`config.mk`:
```
export PLATFORM = sky130hd
export DESIGN_NAME = cache_core
export DESIGN_NICKNAME = d
export VERILOG_FILES = /design/src/cache_pkg.sv /design/src/cache_core.sv /design/src/cache_lookup.sv /design/src/line_store.sv /design/src/mem_arbiter.sv /design/src/refill_engine.sv /design/src/writeback_engine.sv
export SDC_FILE = /design/constraint.sdc
export NUM_CORES = 2
export LEC_CHECK = 0
export ABC_AREA = 1
export BUFFER_PORTS_ARGS = -buffer_cell sky130_fd_sc_hd__buf_4
export CELL_PAD_IN_SITES_DETAIL_PLACEMENT = 1
export CELL_PAD_IN_SITES_GLOBAL_PLACEMENT = 1
export CORE_MARGIN = 1
export CORE_UTILIZATION = 50
export CTS_CLUSTER_DIAMETER = 60
export CTS_CLUSTER_SIZE = 40
export DETAILED_ROUTE_END_ITERATION = 6
export MAX_ROUTING_LAYER = met4
export PLACE_DENSITY_LB_ADDON = 0.1
export SLEW_MARGIN = 20
export SYNTH_ARGS = -nofsm -noshare
export SYNTH_HDL_FRONTEND = slang
export SYNTH_SLANG_ARGS = --single-unit
```
`constraint.sdc`:
```
create_clock -name clk -period 23.2 [get_ports clk]
set_input_delay 2.32 -clock clk [delete_from_list [all_inputs] [get_ports clk]]
set_output_delay 2.32 -clock clk [all_outputs]
set_load 0.01 [all_outputs]
```
`src/cache_pkg.sv`:
```
`default_nettype none

package cache_pkg;

    // Cache geometry
    localparam int LINE_WORDS = 4;
    localparam int NUM_SETS   = 8;
    localparam int NUM_WAYS   = 2;
    localparam int ADDR_BITS  = 32;

    // Address field widths
    localparam int WORD_IDX_BITS = $clog2(LINE_WORDS);
    localparam int SET_BITS      = $clog2(NUM_SETS);
    localparam int WAY_BITS      = $clog2(NUM_WAYS);
    localparam int OFFSET_BITS   = WORD_IDX_BITS + 2;
    localparam int TAG_BITS      = ADDR_BITS - SET_BITS - OFFSET_BITS;

    typedef logic [ADDR_BITS-1:0]       addr_t;
    typedef logic [31:0]                word_t;
    typedef logic [3:0]                 strb_t;
    typedef logic [TAG_BITS-1:0]        tag_t;
    typedef logic [SET_BITS-1:0]        set_idx_t;
    typedef logic [WAY_BITS-1:0]        way_idx_t;
    typedef logic [WORD_IDX_BITS-1:0]   word_idx_t;

    // Word 0 sits in the low 32 bits of a line
    typedef logic [LINE_WORDS*32-1:0]   line_t;

endpackage

`default_nettype wire

```
`src/cache_core.sv`:
```
`timescale 1ns/1ps
`default_nettype none

module cache_core (
    input  wire logic             clk,
    input  wire logic             rst,
    input  wire logic             req_valid,
    input  wire logic             req_write,
    input  wire cache_pkg::addr_t req_addr,
    input  wire cache_pkg::word_t req_wdata,
    input  wire cache_pkg::strb_t req_strb,
    output logic                  req_ready,
    output logic                  resp_valid,
    output cache_pkg::word_t      resp_rdata,
    output logic                  mem_valid,
    output logic                  mem_write,
    output cache_pkg::addr_t      mem_addr,
    output cache_pkg::word_t      mem_wdata,
    input  wire logic             mem_ready,
    input  wire cache_pkg::word_t mem_rdata
);
    import cache_pkg::*;

    // Lookup to engines
    logic      refill_start, refill_done, evict_start, wb_busy;
    addr_t     refill_base, evict_base;
    line_t     fill_line, evict_line;

    // Lookup to line store
    logic      rd_en, wr_en, wr_fill;
    way_idx_t  rd_way, wr_way;
    set_idx_t  rd_set, wr_set;
    word_idx_t store_word_idx;
    word_t     store_data;
    strb_t     store_strb;
    line_t     rd_line;

    // Engines to arbiter
    logic      rf_valid, rf_ready, wb_valid, wb_ready;
    addr_t     rf_addr, wb_addr;
    word_t     rf_rdata, wb_wdata;

    cache_lookup u_lookup (
        .clk, .rst,
        .req_valid, .req_write, .req_addr, .req_wdata, .req_strb,
        .req_ready, .resp_valid,
        .refill_start, .refill_base, .refill_done, .fill_line,
        .evict_start, .evict_base, .evict_line, .wb_busy,
        .rd_en, .rd_way, .rd_set, .rd_line,
        .wr_en, .wr_way, .wr_set, .wr_fill,
        .store_word_idx, .store_data, .store_strb
    );

    line_store u_line_store (
        .clk,
        .rd_en, .rd_way, .rd_set,
        .wr_en, .wr_way, .wr_set, .wr_fill, .fill_line,
        .store_word_idx, .store_data, .store_strb,
        .rd_line, .load_word(resp_rdata)
    );

    refill_engine u_refill (
        .clk, .rst,
        .refill_start, .refill_base,
        .rf_valid, .rf_addr, .rf_ready, .rf_rdata,
        .refill_done, .fill_line
    );

    writeback_engine u_writeback (
        .clk, .rst,
        .evict_start, .evict_base, .evict_line,
        .wb_valid, .wb_addr, .wb_wdata, .wb_ready,
        .wb_busy
    );

    mem_arbiter u_arbiter (
        .clk, .rst,
        .rf_valid, .rf_addr, .rf_ready, .rf_rdata,
        .wb_valid, .wb_addr, .wb_wdata, .wb_ready,
        .mem_valid, .mem_write, .mem_addr, .mem_wdata, .mem_ready, .mem_rdata
    );

endmodule

`default_nettype wire

```
`src/cache_lookup.sv`:
```
`timescale 1ns/1ps
`default_nettype none

module cache_lookup (
    input  wire logic                   clk,
    input  wire logic                   rst,
    input  wire logic                   req_valid,
    input  wire logic                   req_write,
    input  wire cache_pkg::addr_t       req_addr,
    input  wire cache_pkg::word_t       req_wdata,
    input  wire cache_pkg::strb_t       req_strb,
    output logic                        req_ready,
    output logic                        resp_valid,
    output logic                        refill_start,
    output cache_pkg::addr_t            refill_base,
    input  wire logic                   refill_done,
    input  wire cache_pkg::line_t       fill_line,
    output logic                        evict_start,
    output cache_pkg::addr_t            evict_base,
    output cache_pkg::line_t            evict_line,
    input  wire logic                   wb_busy,
    output logic                        rd_en,
    output cache_pkg::way_idx_t         rd_way,
    output cache_pkg::set_idx_t         rd_set,
    input  wire cache_pkg::line_t       rd_line,
    output logic                        wr_en,
    output cache_pkg::way_idx_t         wr_way,
    output cache_pkg::set_idx_t         wr_set,
    output logic                        wr_fill,
    output cache_pkg::word_idx_t        store_word_idx,
    output cache_pkg::word_t            store_data,
    output cache_pkg::strb_t            store_strb
);
    import cache_pkg::*;

    typedef enum logic [2:0] {
        ST_READY,
        ST_STORE,
        ST_WAIT_WB,
        ST_REFILL,
        ST_INSTALL,
        ST_REPLAY
    } lookup_state_t;

    lookup_state_t state_q;

    tag_t                tag_q   [NUM_WAYS][NUM_SETS];
    logic [NUM_SETS-1:0] valid_q [NUM_WAYS];
    logic [NUM_SETS-1:0] dirty_q [NUM_WAYS];
    way_idx_t            victim_q;

    // Held request
    addr_t    addr_q;
    word_t    wdata_q;
    strb_t    strb_q;
    logic     write_q;
    way_idx_t way_q;

    addr_t    lk_addr;
    set_idx_t lk_set, set_q;
    logic     hit, accept, victim_dirty;
    way_idx_t hit_way;

    // A replay repeats the lookup with the held address
    assign lk_addr = (state_q == ST_REPLAY) ? addr_q : req_addr;
    assign lk_set  = lk_addr[OFFSET_BITS +: SET_BITS];
    assign set_q   = addr_q[OFFSET_BITS +: SET_BITS];

    always_comb begin
        hit     = 1'b0;
        hit_way = '0;
        for (int w = 0; w < NUM_WAYS; w++) begin
            if (valid_q[w][lk_set] && tag_q[w][lk_set] == lk_addr[ADDR_BITS-1 -: TAG_BITS]) begin
                hit     = 1'b1;
                hit_way = way_idx_t'(w);
            end
        end
    end

    assign req_ready = (state_q == ST_READY);
    assign accept    = req_valid && req_ready;

    // On a miss the victim line is read so it can go to the writeback buffer
    assign rd_en  = accept || (state_q == ST_REPLAY);
    assign rd_way = hit ? hit_way : victim_q;
    assign rd_set = lk_set;

    assign victim_dirty = valid_q[victim_q][set_q] && dirty_q[victim_q][set_q];
    assign refill_start = (state_q == ST_WAIT_WB) && !wb_busy;
    assign evict_start  = refill_start && victim_dirty;
    assign refill_base  = {addr_q[ADDR_BITS-1:OFFSET_BITS], {OFFSET_BITS{1'b0}}};
    assign evict_base   = {tag_q[victim_q][set_q], set_q, {OFFSET_BITS{1'b0}}};
    assign evict_line   = rd_line;

    assign wr_en          = (state_q == ST_STORE) || (state_q == ST_INSTALL);
    assign wr_fill        = (state_q == ST_INSTALL);
    assign wr_way         = wr_fill ? victim_q : way_q;
    assign wr_set         = set_q;
    assign store_word_idx = addr_q[2 +: WORD_IDX_BITS];
    assign store_data     = wdata_q;
    assign store_strb     = strb_q;

    always_ff @(posedge clk) begin
        if (rst) begin
            state_q    <= ST_READY;
            resp_valid <= 1'b0;
            victim_q   <= '0;
            for (int w = 0; w < NUM_WAYS; w++) begin
                valid_q[w] <= '0;
                dirty_q[w] <= '0;
            end
        end else begin
            resp_valid <= (accept && hit) || (state_q == ST_REPLAY);
            case (state_q)
                ST_READY: begin
                    if (accept) begin
                        if (!hit)
                            state_q <= ST_WAIT_WB;
                        else if (req_write)
                            state_q <= ST_STORE;
                    end
                end
                ST_STORE: begin
                    dirty_q[way_q][set_q] <= 1'b1;
                    state_q <= ST_READY;
                end
                ST_WAIT_WB: begin
                    // Old victim must reach memory before the next refill reads it
                    if (!wb_busy)
                        state_q <= ST_REFILL;
                end
                ST_REFILL: begin
                    if (refill_done)
                        state_q <= ST_INSTALL;
                end
                ST_INSTALL: begin
                    tag_q[victim_q][set_q]   <= addr_q[ADDR_BITS-1 -: TAG_BITS];
                    valid_q[victim_q][set_q] <= 1'b1;
                    dirty_q[victim_q][set_q] <= write_q;
                    victim_q <= victim_q + 1'b1;
                    state_q  <= ST_REPLAY;
                end
                ST_REPLAY: begin
                    state_q <= write_q ? ST_STORE : ST_READY;
                end
                default: state_q <= ST_READY;
            endcase
        end
    end

    always_ff @(posedge clk) begin
        if (accept) begin
            addr_q  <= req_addr;
            wdata_q <= req_wdata;
            strb_q  <= req_strb;
            write_q <= req_write;
        end
        if (rd_en)
            way_q <= hit_way;
    end

    // Processor stays stalled while the refilled line arrives
    assert property (@(posedge clk) disable iff (rst) refill_done |-> !req_ready)
        else $error("req_ready high at refill_done");

    // Writeback engine is idle at refill start and only a dirty victim makes it busy
    assert property (@(posedge clk) disable iff (rst)
        refill_start |=> (wb_busy == $past(evict_start)))
        else $error("wb_busy does not follow evict_start at refill start");

endmodule

`default_nettype wire

```
`src/line_store.sv`:
```
`timescale 1ns/1ps
`default_nettype none

module line_store (
    input  wire logic                   clk,
    input  wire logic                   rd_en,
    input  wire cache_pkg::way_idx_t    rd_way,
    input  wire cache_pkg::set_idx_t    rd_set,
    input  wire logic                   wr_en,
    input  wire cache_pkg::way_idx_t    wr_way,
    input  wire cache_pkg::set_idx_t    wr_set,
    input  wire logic                   wr_fill,
    input  wire cache_pkg::line_t       fill_line,
    input  wire cache_pkg::word_idx_t   store_word_idx,
    input  wire cache_pkg::word_t       store_data,
    input  wire cache_pkg::strb_t       store_strb,
    output cache_pkg::line_t            rd_line,
    output cache_pkg::word_t            load_word
);
    import cache_pkg::*;

    line_t data_q [NUM_WAYS][NUM_SETS];

    word_t old_word;
    word_t new_word;
    line_t merged_line;

    // Word addressed by the held request, taken from the last read
    assign old_word  = rd_line[32*store_word_idx +: 32];
    assign load_word = old_word;

    always_comb begin
        for (int b = 0; b < 4; b++) begin
            new_word[8*b +: 8] = store_strb[b] ? store_data[8*b +: 8] : old_word[8*b +: 8];
        end
    end

    always_comb begin
        merged_line = rd_line;
        merged_line[32*store_word_idx +: 32] = new_word;
    end

    always_ff @(posedge clk) begin
        if (wr_en)
            data_q[wr_way][wr_set] <= wr_fill ? fill_line : merged_line;
        if (rd_en)
            rd_line <= data_q[rd_way][rd_set];
    end

endmodule

`default_nettype wire

```
`src/mem_arbiter.sv`:
```
`timescale 1ns/1ps
`default_nettype none

module mem_arbiter (
    input  wire logic               clk,
    input  wire logic               rst,
    input  wire logic               rf_valid,
    input  wire cache_pkg::addr_t   rf_addr,
    output logic                    rf_ready,
    output cache_pkg::word_t        rf_rdata,
    input  wire logic               wb_valid,
    input  wire cache_pkg::addr_t   wb_addr,
    input  wire cache_pkg::word_t   wb_wdata,
    output logic                    wb_ready,
    output logic                    mem_valid,
    output logic                    mem_write,
    output cache_pkg::addr_t        mem_addr,
    output cache_pkg::word_t        mem_wdata,
    input  wire logic               mem_ready,
    input  wire cache_pkg::word_t   mem_rdata
);
    logic prio_wb_q;
    logic lock_q;
    logic lock_wb_q;
    logic gnt_wb;

    // A stalled beat keeps its owner, otherwise the priority bit decides
    assign gnt_wb = lock_q ? lock_wb_q : (wb_valid && (!rf_valid || prio_wb_q));

    assign mem_valid = gnt_wb ? wb_valid : rf_valid;
    assign mem_write = gnt_wb;
    assign mem_addr  = gnt_wb ? wb_addr : rf_addr;
    assign mem_wdata = wb_wdata;

    assign rf_ready = !gnt_wb && rf_valid && mem_ready;
    assign wb_ready = gnt_wb && wb_valid && mem_ready;
    assign rf_rdata = mem_rdata;

    always_ff @(posedge clk) begin
        if (rst) begin
            prio_wb_q <= 1'b0;
            lock_q    <= 1'b0;
            lock_wb_q <= 1'b0;
        end else if (mem_valid && mem_ready) begin
            // Other engine goes first after a completed beat
            prio_wb_q <= !gnt_wb;
            lock_q    <= 1'b0;
        end else if (mem_valid) begin
            lock_q    <= 1'b1;
            lock_wb_q <= gnt_wb;
        end
    end

    // Stalled beat holds its address, direction and write data
    assert property (@(posedge clk) disable iff (rst)
        mem_valid && !mem_ready |=> mem_valid && $stable(mem_addr) && $stable(mem_write)
            && (!mem_write || $stable(mem_wdata)))
        else $error("memory request changed while stalled");

endmodule

`default_nettype wire

```
`src/refill_engine.sv`:
```
`timescale 1ns/1ps
`default_nettype none

module refill_engine (
    input  wire logic               clk,
    input  wire logic               rst,
    input  wire logic               refill_start,
    input  wire cache_pkg::addr_t   refill_base,
    output logic                    rf_valid,
    output cache_pkg::addr_t        rf_addr,
    input  wire logic               rf_ready,
    input  wire cache_pkg::word_t   rf_rdata,
    output logic                    refill_done,
    output cache_pkg::line_t        fill_line
);
    import cache_pkg::*;

    logic      busy_q;
    word_idx_t idx_q;
    addr_t     base_q;
    logic      last_beat;

    assign last_beat = rf_ready && (idx_q == word_idx_t'(LINE_WORDS - 1));

    assign rf_valid = busy_q;
    assign rf_addr  = {base_q[ADDR_BITS-1:OFFSET_BITS], idx_q, 2'b00};

    always_ff @(posedge clk) begin
        if (rst) begin
            busy_q      <= 1'b0;
            idx_q       <= '0;
            refill_done <= 1'b0;
        end else begin
            refill_done <= last_beat;
            if (refill_start) begin
                busy_q <= 1'b1;
                idx_q  <= '0;
            end else if (rf_ready) begin
                idx_q <= idx_q + 1'b1;
                if (last_beat)
                    busy_q <= 1'b0;
            end
        end
    end

    // Fill buffer collects beats in address order
    always_ff @(posedge clk) begin
        if (refill_start)
            base_q <= refill_base;
        if (rf_ready)
            fill_line[32*idx_q +: 32] <= rf_rdata;
    end

    assert property (@(posedge clk) disable iff (rst) refill_start |-> !busy_q)
        else $error("refill_start while refill busy");

endmodule

`default_nettype wire

```
`src/writeback_engine.sv`:
```
`timescale 1ns/1ps
`default_nettype none

module writeback_engine (
    input  wire logic               clk,
    input  wire logic               rst,
    input  wire logic               evict_start,
    input  wire cache_pkg::addr_t   evict_base,
    input  wire cache_pkg::line_t   evict_line,
    output logic                    wb_valid,
    output cache_pkg::addr_t        wb_addr,
    output cache_pkg::word_t        wb_wdata,
    input  wire logic               wb_ready,
    output logic                    wb_busy
);
    import cache_pkg::*;

    logic      busy_q;
    word_idx_t idx_q;
    addr_t     base_q;
    line_t     line_q;

    assign wb_valid = busy_q;
    assign wb_busy  = busy_q;
    assign wb_addr  = {base_q[ADDR_BITS-1:OFFSET_BITS], idx_q, 2'b00};
    assign wb_wdata = line_q[32*idx_q +: 32];

    always_ff @(posedge clk) begin
        if (rst) begin
            busy_q <= 1'b0;
            idx_q  <= '0;
        end else if (evict_start) begin
            busy_q <= 1'b1;
            idx_q  <= '0;
        end else if (wb_ready) begin
            idx_q <= idx_q + 1'b1;
            // Busy drops with the last completed beat
            if (idx_q == word_idx_t'(LINE_WORDS - 1))
                busy_q <= 1'b0;
        end
    end

    // Victim copy, so the line store slot can be refilled at once
    always_ff @(posedge clk) begin
        if (evict_start) begin
            base_q <= evict_base;
            line_q <= evict_line;
        end
    end

endmodule

`default_nettype wire
```
==> flow_metrics.tcl <==
set metrics [dict create \
    crit_family "buffers and inverters" \
    clock_latency_ns 0.94 \
    cts_max_level 4 \
    final_layout_size_suffix_gt1_share_pct 7.521 \
    cts_buffers 212 \
    critPathSlowestCell "buf_4" \
    reg2reg_from "u_lookup.state_q[1]" \
    synth.cell_area_um2 132700 \
    cp-end-kind "register" \
    fin_cells 16230 \
    clkPwrFrac_pct 34.8 \
    synth.avg_cell_area_um2 10.43 \
    max_freq_mhz 92.37 \
    place_congestion 0.8669 \
    crit_fanout 84 \
    cts_setup_buffers 0 \
    rrSetupSlack_ns 12.98 \
    route.met3.wl_mm 40.76 \
    drv_cap 0 \
    dpl.cell_count 15820 \
    hpwl_mm 252.3 \
    drc 0 \
    hold_depth 0 \
    fp.coreArea_um2 263200 \
    p_leak_nw 56.29 \
    netSwitchingFraction_pct 28.00 \
    finalHoldViolCount 0 \
    slowest_delay_ns 0.94 \
    place_ws_ns 11.64 \
    final_cell_mix "2,972 x edfxtp_1, 2,963 x nand2_1, 2,793 x nand3_1" \
    ctsResizeCount 0 \
    grt_pass1_wl_mm 679.9 \
    port_buffers 200 \
    relSlewSlack_pct 12.77 \
    crit_required_ns 23.83 \
    routedLengthMet1_mm 185.7 \
    fin_ws_ns 12.37 \
    fin_setup_tns_ns 0 \
    reg2reg_to "u_line_store.rd_line[77]" \
    grt_pass1_vias 100800 \
    p_switching_w 0.003320 \
    die_width_um 517.2 \
    design_area_um2 145400 \
    ys.flop_type "edfxtp_1" \
    grt_max_degree 205 \
    antenna_found_initial 17 \
    intPower_w 0.008536 \
    crit_top_cell "buf_4" \
    crit_arrival_ns 11.45 \
    fin_skew_ns 0.07750 \
    setup-violations-final 0 \
    ys.warnings.count 0 \
    worstSetupStartpoint "req_addr[4]" \
    area.growth.synth_to_final_pct 9.585 \
    power_w 0.01186 \
    gr-usage-all-layers_pct 36.11 \
    topRoutingLayerUsed "met4" \
    cp.buffers_inverters 9 \
    combPwrFrac_pct 11.2 \
    final_antenna_net_count 0 \
    synth-async-reset-ratio_pct 0 \
    rsz0062_at_grt "false" \
    place_area_um2 137600 \
    yosys-top-cells-area "edfxtp_1 67%, nand3_1 11%, nand2_1 8.4%, inv_1 4.0%, nor2_1 1.7%" \
    initial_core_util_pct 50.42 \
    drt-pass1-iter-count 6 \
    seqPwrFrac_pct 54.0 \
    clock-sinks 3004 \
    ys_seq_area_share_pct 67.72 \
    yosysUniqueCellTypes 40 \
    worstMarginPinSlew_ns 1.308 \
    r2r_cells 27 \
    hold_start "u_line_store.rd_line[16]" \
    whs_endpoint "u_writeback.line_q[16]" \
    cp-start-kind "primary input" \
    hp-class "register to register" \
    yosysTopAreaCellShare_pct 67.24 \
    synth.largest_area_cell "edfxtp_1" \
    grt-ovfl-total 0 \
    ys_ff_latch 3004 \
    critPathKind "primary input to register" \
    postSynthCellCount 12720 \
    routed_wl_mm 473.9 \
    ctsHoldBuffers 0 \
    vdd_ir_drop_max_v 0.00008902 \
    cts_root_buffer "clkbuf_16" \
    avgViaCountPerCell 6.168 \
    cts_max_path_buffers 4 \
    die_h_um 517.2 \
    dr.first_iter.drc_count 11530 \
    fin_nets 12640 \
    met2_length_mm 223.7 \
    wl_per_cell_um 29.20 \
    fin_crit_ns 10.83 \
    io-pin-count 205 \
    mostFrequentLayoutCell "edfxtp_1" \
    synth_edf_count 2972 \
    clk_pin_slew_worst_paths_ns 0.10 \
    final_max_slew_viol_count 0 \
    die-area_um2 267500 \
    cts_tree "done" \
    status "complete, no violations" \
    powerDensity_nw_per_um2 81.51 \
    fp-row-count 188 \
    vias 100100 \
    period_share_pct 46.66 \
    fillers 27850 \
]
-- cell families after synthesis --
group | after synthesis | share of synthesized area (%)
XOR/XNOR | 1 | 0.006600
multiplexers | 20 | 0.1508
buffers and inverters | 2269 | 6.754
other | 1 | 0.002825
AO/OA/AOI/OAI | 754 | 3.130
adder cells (fa/ha/maj) | 10 | 0.09427
flip-flops | 3004 | 67.72
AND/OR/NAND/NOR | 6661 | 22.14
-- cells in the mapped netlist (11+ instances only) --
cell type / instances
inv_1: 1414
nand2_1: 2969
o21ai_0: 330
nand3b_1: 176
mux2i_1: 20
o22ai_1: 111
clkbuf_1: 403
buf_4: 19
edfxtp_1: 2972
a21oi_1: 230
o211ai_1: 11
o32ai_1: 24
buf_2: 283
nor4_1: 13
buf_1: 136
a22oi_1: 35
nor2_1: 598
nand3_1: 2796
nor3_1: 76
dfxtp_1: 32
nand4_1: 25
-- state kept, by name, indices dropped and copies added (netlist names), 2 cells and up, named ones only --
register and flops:
u_lookup.tag_q 400, u_line_store.rd_line 128, u_line_store.data_q 2048, u_lookup.state_q 3, u_lookup.valid_q 16, u_refill.idx_q 2
u_lookup.store_data 32, u_lookup.dirty_q 16, u_lookup.addr_q 30, u_refill.fill_line 128, u_writeback.idx_q 2, u_writeback.line_q 128
u_writeback.base_q 28, u_lookup.store_strb 4, u_refill.base_q 28
-- worst max-delay path by stage --
stage,to,slack [ns],depth (start not counted)
after CTS,u_line_store.rd_line[77],12.54,26
after global placement,u_line_store.rd_line[77],11.73,26
after global routing,u_line_store.rd_line[77],11.98,26
after detailed placement,u_line_store.rd_line[77],11.64,26
final,u_line_store.rd_line[77],12.37,26
after floorplan,u_line_store.rd_line[0],10.97,2
-- per-layer routing --
metal / global-route usage, % / vias up
li1: - / 43030
met1: 46.29 / 51240
met2: 57.22 / 4758
met3: 5.206 / 1084
met4: 16.18 / 0
met5: - / -
-- power by group through the flow --
stage | Combinational [W] | Clock [W] | Sequential [W]
2_1_floorplan | 0.000679 | 0 | 0.00650
3_3_place_gp | 0.00124 | 0 | 0.00651
3_5_place_dp | 0.00129 | 0 | 0.00652
4_1_cts | 0.00130 | 0.00415 | 0.00640
5_1_grt | 0.00141 | 0.00431 | 0.00641
6_report | 0.00133 | 0.00412 | 0.00640
-- area by class of cell --
| class | count | area [µm²] | share of cell area (%) |
|---|---|---|---|
| Sequential cell | 3004 | 89900 | 61.81 |
| Multi-Input combinational cell | 7448 | 34620 | 23.80 |
| Clock buffer | 223 | 5410 | 3.720 |
| Inverter | 1425 | 5368 | 3.690 |
| Tap cell | 3515 | 4398 | 3.024 |
| Timing Repair Buffer | 434 | 3635 | 2.499 |
| Clock inverter | 163 | 2076 | 1.427 |
| Antenna cell | 18 | 45.04 | 0.03097 |
-- worst register-to-register path: cells and delay by family, from the launching register on --
kind	cells	cell delay, ns
buffers and inverters	9	6.39
and+or+nand+nor	18	3.15
DFF	1	0.42
-- metrics by stage --
| step | hold slack (ns) | utilization (%) |
|---|---|---|
| after detailed placement | 0.4676 | 52.29 |
| after CTS | 0.4768 | 55.13 |
| after global placement | 0.4584 | 52.25 |
| final | 0.4772 | 55.26 |
| after floorplan | 0.4449 | - |
| after global routing | 0.4973 | 55.25 |
(Power assumes the default switching activity.)
